==> src/source/input_macros.svh <==
/*
 * Build constants for the input conditioner
 * Polarity, button count, board word bit positions, autofire timing
 */
`ifndef INPUT_MACROS_SVH
`define INPUT_MACROS_SVH

`define INPUT_ACTIVE_LOW 1'b1                  // Game side wants inverted inputs
`define INPUT_BUTTONS    2
`define INPUT_JOY_W      (8 + `INPUT_BUTTONS)

// Board stick word positions shift with the button count
`define INPUT_START_BIT  (6 + `INPUT_BUTTONS - 2)
`define INPUT_COIN_BIT   (7 + `INPUT_BUTTONS - 2)
`define INPUT_PAUSE_BIT  (8 + `INPUT_BUTTONS - 2)

`define INPUT_FIRE_ON    5                     // Fire allowed above this frame count
`define INPUT_FIRE_W     3
`endif
==> src/source/input_pkg.sv <==
/*
 * Shared types for the input conditioner
 * Joystick words, direction group, frame counter, pause states
 */
`default_nettype none

`include "input_macros.svh"

package input_pkg;

    // Game word: right, left, down, up, then buttons
    typedef logic [`INPUT_JOY_W-1:0] joy_t;

    typedef logic [15:0] raw_joy_t;            // Board stick, active high
    typedef logic [3:0] dir_t;
    typedef logic [`INPUT_FIRE_W-1:0] fire_cnt_t;

    typedef enum logic [1:0] {
        RUNNING,
        PAUSED,
        STEPPING                               // Runs until the next vblank end
    } pause_state_t;

endpackage

`default_nettype wire

==> src/source/input_top.sv <==
/*
 * Input conditioner top level
 * Stick filters, frame control, joystick mapper and paddle
 */
`default_nettype none

module input_top (
    input  wire logic                rst,
    input  wire logic                clk,
    input  wire logic                vs,
    input  wire logic                en_4way,
    input  wire logic                autofire_en,
    input  wire logic                rot_control,
    input  wire logic                dip_flip,
    input  wire logic                lock,
    input  wire input_pkg::raw_joy_t board_joy1,
    input  wire input_pkg::raw_joy_t board_joy2,
    input  wire logic [1:0]          board_coin,
    input  wire logic [1:0]          board_start,
    input  wire input_pkg::joy_t     key_joy1,
    input  wire input_pkg::joy_t     key_joy2,
    input  wire logic [1:0]          key_coin,
    input  wire logic [1:0]          key_start,
    input  wire logic                key_service,
    input  wire logic                key_tilt,
    input  wire logic                key_pause,
    input  wire logic                osd_pause,
    input  wire logic                key_reset,
    input  wire logic [7:0]          board_paddle,
    input  wire logic signed [8:0]   bd_mouse_dx,
    input  wire logic                bd_mouse_st,
    output input_pkg::joy_t          game_joy1,
    output input_pkg::joy_t          game_joy2,
    output logic [1:0]               game_coin,
    output logic [1:0]               game_start,
    output logic                     game_service,
    output logic                     game_tilt,
    output logic                     game_pause,
    output logic                     soft_rst,
    output logic [7:0]               game_paddle
);

    input_pkg::dir_t dir1, dir2;
    logic            autofire_ok, joy_pause, service_press;

    four_way_filter u_filt1 (
        .rst    (rst),
        .clk    (clk),
        .enable (en_4way),
        .joy8   (board_joy1[3:0]),
        .joy4   (dir1)
    );

    four_way_filter u_filt2 (
        .rst    (rst),
        .clk    (clk),
        .enable (en_4way),
        .joy8   (board_joy2[3:0]),
        .joy4   (dir2)
    );

    frame_ctrl u_frame (
        .rst           (rst),
        .clk           (clk),
        .vs            (vs),
        .autofire_en   (autofire_en),
        .key_pause     (key_pause),
        .osd_pause     (osd_pause),
        .key_reset     (key_reset),
        .lock          (lock),
        .joy_pause     (joy_pause),
        .service_press (service_press),
        .autofire_ok   (autofire_ok),
        .game_pause    (game_pause),
        .soft_rst      (soft_rst)
    );

    joy_mapper u_mapper (
        .rst           (rst),
        .clk           (clk),
        .board_joy1    (board_joy1),
        .board_joy2    (board_joy2),
        .dir1          (dir1),
        .dir2          (dir2),
        .key_joy1      (key_joy1),
        .key_joy2      (key_joy2),
        .board_coin    (board_coin),
        .board_start   (board_start),
        .key_coin      (key_coin),
        .key_start     (key_start),
        .key_service   (key_service),
        .key_tilt      (key_tilt),
        .rot_control   (rot_control),
        .dip_flip      (dip_flip),
        .autofire_ok   (autofire_ok),
        .lock          (lock),
        .game_joy1     (game_joy1),
        .game_joy2     (game_joy2),
        .game_coin     (game_coin),
        .game_start    (game_start),
        .game_service  (game_service),
        .game_tilt     (game_tilt),
        .joy_pause     (joy_pause),
        .service_press (service_press)
    );

    paddle_accum u_paddle (
        .rst       (rst),
        .clk       (clk),
        .hw_paddle (board_paddle),
        .mouse_dx  (bd_mouse_dx),
        .mouse_st  (bd_mouse_st),
        .paddle    (game_paddle)
    );

endmodule

`default_nettype wire

==> src/source/paddle_accum.sv <==
/*
 * Paddle position from mouse movement
 * Board paddle passes until the first mouse report
 */
`default_nettype none

module paddle_accum (
    input  wire logic              rst,
    input  wire logic              clk,
    input  wire logic [7:0]        hw_paddle,
    input  wire logic signed [8:0] mouse_dx,
    input  wire logic              mouse_st,
    output logic [7:0]             paddle
);

    logic              mouse_seen;
    logic signed [9:0] sum;

    // First strobe starts from the current board value
    assign sum = $signed({2'b00, mouse_seen ? paddle : hw_paddle}) + 10'(mouse_dx);

    always_ff @(posedge clk or posedge rst) begin
        if (rst) begin
            mouse_seen <= 1'b0;
            paddle     <= '0;
        end else if (mouse_st) begin
            mouse_seen <= 1'b1;
            if (sum < 0)        paddle <= 8'd0;   // Clamp at both ends
            else if (sum > 255) paddle <= 8'd255;
            else                paddle <= sum[7:0];
        end else if (!mouse_seen) begin
            paddle <= hw_paddle;
        end
    end

endmodule

`default_nettype wire

==> src/source/joy_mapper.sv <==
/*
 * Joystick, coin and start mapping
 * Input merge stage, then rotation, autofire, polarity and lock
 */
`default_nettype none

`include "input_macros.svh"

module joy_mapper (
    input  wire logic                rst,
    input  wire logic                clk,
    input  wire input_pkg::raw_joy_t board_joy1,
    input  wire input_pkg::raw_joy_t board_joy2,
    input  wire input_pkg::dir_t     dir1,
    input  wire input_pkg::dir_t     dir2,
    input  wire input_pkg::joy_t     key_joy1,
    input  wire input_pkg::joy_t     key_joy2,
    input  wire logic [1:0]          board_coin,
    input  wire logic [1:0]          board_start,
    input  wire logic [1:0]          key_coin,
    input  wire logic [1:0]          key_start,
    input  wire logic                key_service,
    input  wire logic                key_tilt,
    input  wire logic                rot_control,
    input  wire logic                dip_flip,
    input  wire logic                autofire_ok,
    input  wire logic                lock,
    output input_pkg::joy_t          game_joy1,
    output input_pkg::joy_t          game_joy2,
    output logic [1:0]               game_coin,
    output logic [1:0]               game_start,
    output logic                     game_service,
    output logic                     game_tilt,
    output logic                     joy_pause,
    output logic                     service_press
);

    localparam input_pkg::joy_t JOY_IDLE  = {`INPUT_JOY_W{`INPUT_ACTIVE_LOW}};
    localparam logic [1:0]      PAIR_IDLE = {2{`INPUT_ACTIVE_LOW}};

    input_pkg::joy_t in1_r, in2_r;
    logic [1:0]      coin_r, start_r, pause_r;
    logic            service_r, service_l, tilt_r, lock_r;

    // Directions are added later from the registered filter output
    function automatic input_pkg::joy_t map_joy(input input_pkg::joy_t w,
        input input_pkg::dir_t d, input logic rot, input logic flip, input logic fire);
        input_pkg::joy_t r;
        r = w | input_pkg::joy_t'(d);
        r[4] = r[4] & fire;                    // Autofire gates button 1
        if (rot) begin
            r[3:0] = flip ? {r[1], r[0], r[2], r[3]} : {r[0], r[1], r[3], r[2]};
        end
        return r ^ JOY_IDLE;
    endfunction

    assign joy_pause     = |pause_r;
    assign service_press = service_r & ~service_l;

    always_ff @(posedge clk) begin
        in1_r   <= {board_joy1[`INPUT_JOY_W-1:4], 4'b0} | key_joy1;
        in2_r   <= {board_joy2[`INPUT_JOY_W-1:4], 4'b0} | key_joy2;
        coin_r  <= {board_joy2[`INPUT_COIN_BIT], board_joy1[`INPUT_COIN_BIT]}
                   | board_coin | key_coin;
        start_r <= {board_joy2[`INPUT_START_BIT], board_joy1[`INPUT_START_BIT]}
                   | board_start | key_start;
        tilt_r  <= key_tilt;
    end

    always_ff @(posedge clk or posedge rst) begin
        if (rst) begin
            pause_r   <= '0;
            service_r <= 1'b0;
            service_l <= 1'b0;
            lock_r    <= 1'b0;
        end else begin
            pause_r   <= {board_joy2[`INPUT_PAUSE_BIT], board_joy1[`INPUT_PAUSE_BIT]};
            service_r <= key_service;
            service_l <= service_r;
            lock_r    <= lock;
        end
    end

    always_ff @(posedge clk or posedge rst) begin
        if (rst) begin
            game_joy1    <= JOY_IDLE;
            game_joy2    <= JOY_IDLE;
            game_coin    <= PAIR_IDLE;
            game_start   <= PAIR_IDLE;
            game_service <= `INPUT_ACTIVE_LOW;
            game_tilt    <= `INPUT_ACTIVE_LOW;
        end else begin
            game_tilt <= tilt_r ^ `INPUT_ACTIVE_LOW; // Tilt is never locked
            if (lock_r) begin
                game_joy1    <= JOY_IDLE;
                game_joy2    <= JOY_IDLE;
                game_coin    <= PAIR_IDLE;
                game_start   <= PAIR_IDLE;
                game_service <= `INPUT_ACTIVE_LOW;
            end else begin
                game_joy1    <= map_joy(in1_r, dir1, rot_control, dip_flip, autofire_ok);
                game_joy2    <= map_joy(in2_r, dir2, rot_control, dip_flip, autofire_ok);
                game_coin    <= coin_r ^ PAIR_IDLE;
                game_start   <= start_r ^ PAIR_IDLE;
                game_service <= service_r ^ `INPUT_ACTIVE_LOW;
            end
        end
    end

endmodule

`default_nettype wire

==> src/source/frame_ctrl.sv <==
/*
 * Frame level control
 * Vblank edges, autofire pacing, pause FSM with frame step, soft reset
 */
`default_nettype none

`include "input_macros.svh"

module frame_ctrl (
    input  wire logic rst,
    input  wire logic clk,
    input  wire logic vs,
    input  wire logic autofire_en,
    input  wire logic key_pause,
    input  wire logic osd_pause,
    input  wire logic key_reset,
    input  wire logic lock,
    input  wire logic joy_pause,
    input  wire logic service_press,
    output logic      autofire_ok,
    output logic      game_pause,
    output logic      soft_rst
);

    input_pkg::pause_state_t state, state_nx;
    input_pkg::fire_cnt_t    fire_cnt;

    logic vs_l, vbl_in, vbl_out;
    logic key_pause_s, key_pause_l, joy_pause_s, joy_pause_l;
    logic osd_s, osd_l, reset_l;
    logic toggle, osd_change;

    assign vbl_in     = vs & ~vs_l;            // Vblank start
    assign vbl_out    = ~vs & vs_l;            // Vblank end
    assign toggle     = (key_pause_s & ~key_pause_l) | (joy_pause_s & ~joy_pause_l);
    assign osd_change = osd_s ^ osd_l;
    assign game_pause = (state == input_pkg::PAUSED);

    always_ff @(posedge clk or posedge rst) begin
        if (rst) begin
            vs_l        <= 1'b0;
            fire_cnt    <= '0;
            autofire_ok <= 1'b1;
        end else begin
            vs_l <= vs;
            if (vbl_in) fire_cnt <= fire_cnt + 1'b1;
            autofire_ok <= !autofire_en || (fire_cnt > `INPUT_FIRE_ON);
        end
    end

    // Pause requests are sampled before edge detection
    always_ff @(posedge clk or posedge rst) begin
        if (rst) begin
            key_pause_s <= 1'b0;
            key_pause_l <= 1'b0;
            joy_pause_s <= 1'b0;
            joy_pause_l <= 1'b0;
            osd_s       <= 1'b0;
            osd_l       <= 1'b0;
            reset_l     <= 1'b0;
            soft_rst    <= 1'b0;
            state       <= input_pkg::RUNNING;
        end else begin
            key_pause_s <= key_pause;
            key_pause_l <= key_pause_s;
            joy_pause_s <= joy_pause;
            joy_pause_l <= joy_pause_s;
            osd_s       <= osd_pause;
            osd_l       <= osd_s;
            reset_l     <= key_reset;
            soft_rst    <= key_reset & ~reset_l;
            state       <= state_nx;
        end
    end

    always_comb begin
        state_nx = state;
        if (lock) begin
            state_nx = input_pkg::RUNNING;
        end else if (osd_change) begin
            state_nx = osd_s ? input_pkg::PAUSED : input_pkg::RUNNING;
        end else begin
            case (state)
                input_pkg::RUNNING:  if (toggle) state_nx = input_pkg::PAUSED;
                input_pkg::PAUSED: begin
                    if (toggle)             state_nx = input_pkg::RUNNING;
                    else if (service_press) state_nx = input_pkg::STEPPING;
                end
                input_pkg::STEPPING: if (vbl_out) state_nx = input_pkg::PAUSED;
                default:             state_nx = input_pkg::RUNNING;
            endcase
        end
    end

    a_soft_rst_pulse: assert property (@(posedge clk) disable iff (rst)
        soft_rst |=> !soft_rst);

endmodule

`default_nettype wire

==> src/source/four_way_filter.sv <==
/*
 * 8-way to 4-way stick filter
 * Keeps the last single direction while diagonals are held
 */
`default_nettype none

module four_way_filter (
    input  wire logic            rst,
    input  wire logic            clk,
    input  wire logic            enable,
    input  wire input_pkg::dir_t joy8,
    output input_pkg::dir_t      joy4
);

    input_pkg::dir_t last_dir;

    function automatic input_pkg::dir_t highest_bit(input input_pkg::dir_t d);
        input_pkg::dir_t r;
        r = '0;
        if (d[3])      r = 4'b1000;
        else if (d[2]) r = 4'b0100;
        else if (d[1]) r = 4'b0010;
        else if (d[0]) r = 4'b0001;
        return r;
    endfunction

    always_ff @(posedge clk or posedge rst) begin
        if (rst) begin
            joy4     <= '0;
            last_dir <= '0;
        end else if (!enable) begin
            joy4 <= joy8;                      // Straight through, one cycle late
        end else if (joy8 == '0) begin
            joy4 <= '0;
        end else if ($onehot(joy8)) begin
            joy4     <= joy8;
            last_dir <= joy8;
        end else if ((joy8 & last_dir) != '0) begin
            joy4 <= last_dir;                  // Diagonal, hold previous way
        end else begin
            joy4 <= highest_bit(joy8);
        end
    end

    a_single_dir: assert property (@(posedge clk) disable iff (rst)
        enable |=> $onehot0(joy4));

endmodule

`default_nettype wire

==> config.mk <==
export PLATFORM = sky130hd
export DESIGN_NAME = input_top
export DESIGN_NICKNAME = d
export VERILOG_FILES = /design/src/source/input_pkg.sv /design/src/source/input_top.sv /design/src/source/paddle_accum.sv /design/src/source/joy_mapper.sv /design/src/source/frame_ctrl.sv /design/src/source/four_way_filter.sv
export VERILOG_INCLUDE_DIRS = /design/src /design/src/source
export SDC_FILE = /design/constraint.sdc
export NUM_CORES = 1
export LEC_CHECK = 0
export ABC_AREA = 1
export BUFFER_PORTS_ARGS = -buffer_cell sky130_fd_sc_hd__buf_2
export CORE_MARGIN = 5
export CORE_UTILIZATION = 56
export CTS_CLUSTER_SIZE = 40
export DETAILED_ROUTE_END_ITERATION = 7
export GPL_ROUTABILITY_DRIVEN = 0
export PLACE_DENSITY = 0.82
export SETUP_SLACK_MARGIN = 0.1
export SLEW_MARGIN = 20
export SYNTH_ARGS = -nofsm -noshare
export SYNTH_HDL_FRONTEND = slang
export SYNTH_SLANG_ARGS = --single-unit
==> constraint.sdc <==
create_clock -name clk -period 5.95 [get_ports clk]
set_input_delay 0.2975 -clock clk [delete_from_list [all_inputs] [get_ports clk]]
set_output_delay 0.2975 -clock clk [all_outputs]
set_load 0.01 [all_outputs]
==> flow_summary_export.csv <==
group,metric,value,unit
layout,layoutNonFillerInstCount,722,
logic_synthesis,synth_fa_ha_area_share,8.304,%
worst_setup_path,critPathMaxFanout,9,
logic_synthesis,syn_nets,612,
cts,clock_sinks,96,
cts,htree_levels,3,
logic_synthesis,synth_ff_type,"dfrtp_1",
sta,final_hold_viol_count,0,
sta,finClkSkew,0.008090,ns
cts,clockBufferDepth,2,
worst_setup_path,worst_ep_required_time,6.19,ns
layout,fillCellCount,628,
worst_setup_path,cp-end-kind,"flip-flop",
layout,mostFrequentLayoutCell,"nand2_1",
power_and_ir_drop,leakage,0.002777,uW
placed_design,placed_cells,706,
worst_setup_path,reg2reg_to,"u_paddle.paddle[2]$_DFF_PP0_",
layout,syn_to_final_growth,19.61,%
power_and_ir_drop,vdd_drop_max,0.2067,mV
floorplanning,ios,127,
min_path,min_from,"key_joy2[2]",
logic_synthesis,syn-cell-area,0.004339,mm2
placed_design,hpwl,6.883,mm
floorplanning,num_rows,32,
min_path,worstHoldEndpoint,"u_mapper.in2_r[2]$_DFF_P_",
worst_setup_path,rrSetupSlack,3.52,ns
floorplanning,core,0.007647,mm2
logic_synthesis,synth_top_area_share,25.37,%
cts,cts_buffers,9,
logic_synthesis,ys_seq_area_share,53.26,%
layout,final_cell_mix,"nand2_1 (131), buf_2 (114), inv_1 (65)",
power_and_ir_drop,cellPowerDensity,345.3,mW/mm2
cts,path_clk_slew,0.09,ns
drt,drtPass1Iterations,4,
drt,routedWlPerCell,12.39,um
drt,drtIter0Drc,78,
logic_synthesis,yosys.area.top_type,"dfrtp_1",
logic_synthesis,synth.avg_cell_area,8.784,um2
logic_synthesis,ys_types,37,
sta,fmax,411.6,MHz
sta,slew_violations,0,
logic_synthesis,synthXorXnorAreaFrac,1.009,%
floorplanning,dieArea,0.009609,mm2
sta,post-route-min-period,2.430,ns
drt,num_vias,3468,
floorplanning,die_h,98.03,um
floorplanning,die_x,98.03,um
logic_synthesis,synth_top_family_by_area,"simple AND/OR/NAND/NOR gates",
cts,cts_tree,"done",
layout,drive_gt1_share,30.00,%
worst_setup_path,worstPathArrival,2.67,ns
logic_synthesis,synth-seq-cells,96,
grt,grt_max_degree,72,
sta,finalCritPeriodShare,40.84,%
logic_synthesis,yosysWarnings,0,
drt,wirelength,8.944,mm
logic_synthesis,synth_enable_flop_cells,0,
logic_synthesis,syn_inst,494,
layout,nets,733,
sta,max_slew_margin,44.14,%
grt,globalRouteOverflowTotal,0,
sta,tightestPinTransition,0.8380,ns
logic_synthesis,synth_compound_area_share,8.189,%
logic_synthesis,synthMuxAreaShare,0,%
cts,postCtsSetupBuffers,0,
drt,drc,0,
grt,grt_antenna_before_repair,0,
logic_synthesis,yosys-top-cells-area,"dfrtp_1 (25%), dfstp_2 (16%), dfxtp_1 (12%), nand2_1 (11%), ha_1 (6.9%)",
sta,fin_setup_tns,0,ns
worst_setup_path,startpoint,"u_paddle.mouse_seen$_DFFE_PP0P_",
outcome,status,"complete, no violations",
layout,antenna_cells,0,
grt,grt_pass1_vias,3391,
min_path,worstHoldPathCells,1,
sta,finalSetupViolations,0,
drt,ant_nets,0,
cts,clk_latency,0.35,ns
placed_design,port_buffers,114,
grt,grtUsageTotal,19.08,%
worst_setup_path,start_kind,"flip-flop",
sta,rsz0062_at_grt,"no",
worst_setup_path,r2r.worst_path.cells,14,
logic_synthesis,yosys.area_share.simple,22.58,%
drt,viasPerCell,4.803,
cts,ctsHoldBuffers,0,
grt,grt_pass1_wl,15.08,mm
cts,cts_resized,0,
floorplanning,start_util,56.74,%
worst_setup_path,reg2reg_from,"u_paddle.mouse_seen$_DFFE_PP0P_",
run,cap_violations,0,
cts,root_buffer,"clkbuf_8",
worst_setup_path,critical_path_class,"reg -> reg",
min_path,hold_class,"in -> reg",
logic_synthesis,postSynth.asyncResetShare,73.96,%
[how the worst max path moves through the flow]
stage / to / slack, ns / cells past startpoint
2_1_floorplan: u_filt1.joy4[0]$_DFF_PP0_ / 3.90 / 1
3_3_place_gp: u_paddle.paddle[6]$_DFF_PP0_ / 3.58 / 14
3_5_place_dp: u_filt1.last_dir[3]$_DFFE_PP0P_ / 3.47 / 11
4_1_cts: u_paddle.paddle[2]$_DFF_PP0_ / 3.51 / 14
5_1_grt: u_paddle.paddle[4]$_DFF_PP0_ / 3.34 / 14
6_report: u_paddle.paddle[2]$_DFF_PP0_ / 3.52 / 14
[through the flow]
stage	utilization (%)	power [uW]	setup WS, ns	area [um2]	hold slack, ns
after detailed placement	65.64	1430	3.473	5020	0.3377
after CTS	67.87	1807	3.512	5190	0.02138
after floorplan	-	1261	3.901	4339	0.3206
final	67.87	1792	3.520	5190	0.04068
after global routing	67.87	1934	3.337	5190	0.004189
after global placement	65.64	1403	3.576	5020	0.3208
[final cells by class]
type	count	area, um2	share of cell area (%)
Inverter	70	264.0	5.087
Tap cell	102	127.6	2.459
Sequential cell	96	2311	44.53
Timing Repair Buffer	115	578.1	11.14
Clock buffer	11	131.4	2.531
Multi-Input combinational cell	323	1739	33.51
Clock inverter	5	38.79	0.7473
[power by group]
group	total (uW)	internal [uW]	leakage [uW]	switching (uW)
logic	601	237	0.00166	363
registers	819	768	0.00102	50.6
clock network	372	156	0.0000888	216
[kinds of logic (layout without fill, tap and decap cells)]
kind of cell	Yosys count	after routing
and+or+nand+nor	225	225
buffers and inverters	75	201
AOI/OAI and AO/OA	66	66
adders and majority gates	27	27
DFF	96	96
xor gates and xnor gates	5	5
[state kept, by name (all words and copies together), names as in the netlist, 2 cells and up]
name	count
u_mapper.game_joy1	10
u_mapper.game_joy2	10
u_mapper.in1_r	10
u_mapper.in2_r	10
u_paddle.paddle	8
u_filt1.joy4	4
u_filt1.last_dir	4
u_filt2.joy4	4
u_filt2.last_dir	4
u_frame.fire_cnt	3
u_frame.state	2
u_mapper.coin_r	2
u_mapper.game_coin	2
u_mapper.game_start	2
u_mapper.pause_r	2
u_mapper.start_r	2
[synthesized netlist by cell type (3+ instances only)]
library cell,n
o211ai_1,4
or3_1,4
or2_2,14
nor2_1,35
dfrtp_1,44
ha_1,24
inv_1,66
nand2_1,131
a21oi_1,19
nand4_1,3
nand3_1,21
dfstp_2,27
nand2_2,7
dfxtp_1,25
fa_1,3
o21ai_0,35
xor2_1,4
o22ai_1,4
[layer usage]
metal  share of wire, %  global-route usage (%)  vias to the layer above  routed length [um]
li1                   -                       -                     1796                   -
met1                 43                   23.56                     1550                3886
met2                 49                   32.98                      113                4391
met3                6.5                   5.571                        9                 584
met4               0.92                   4.579                        0                  82
met5                  0                       0                        -                   0
[critical path, stage by stage (launching register included)]
cell,delay [ns]
dfrtp_1,0.51
inv_2,0.21
nand2_1,0.07
nand2_1,0.08
ha_1,0.22
inv_1,0.07
fa_1,0.41
inv_1,0.09
nand3_1,0.08
nand2_2,0.12
a21oi_1,0.08
nand2_2,0.16
nand3_1,0.10
nand2_1,0.07
nand2_1,0.05
Power figures use the tool's default switching activity.
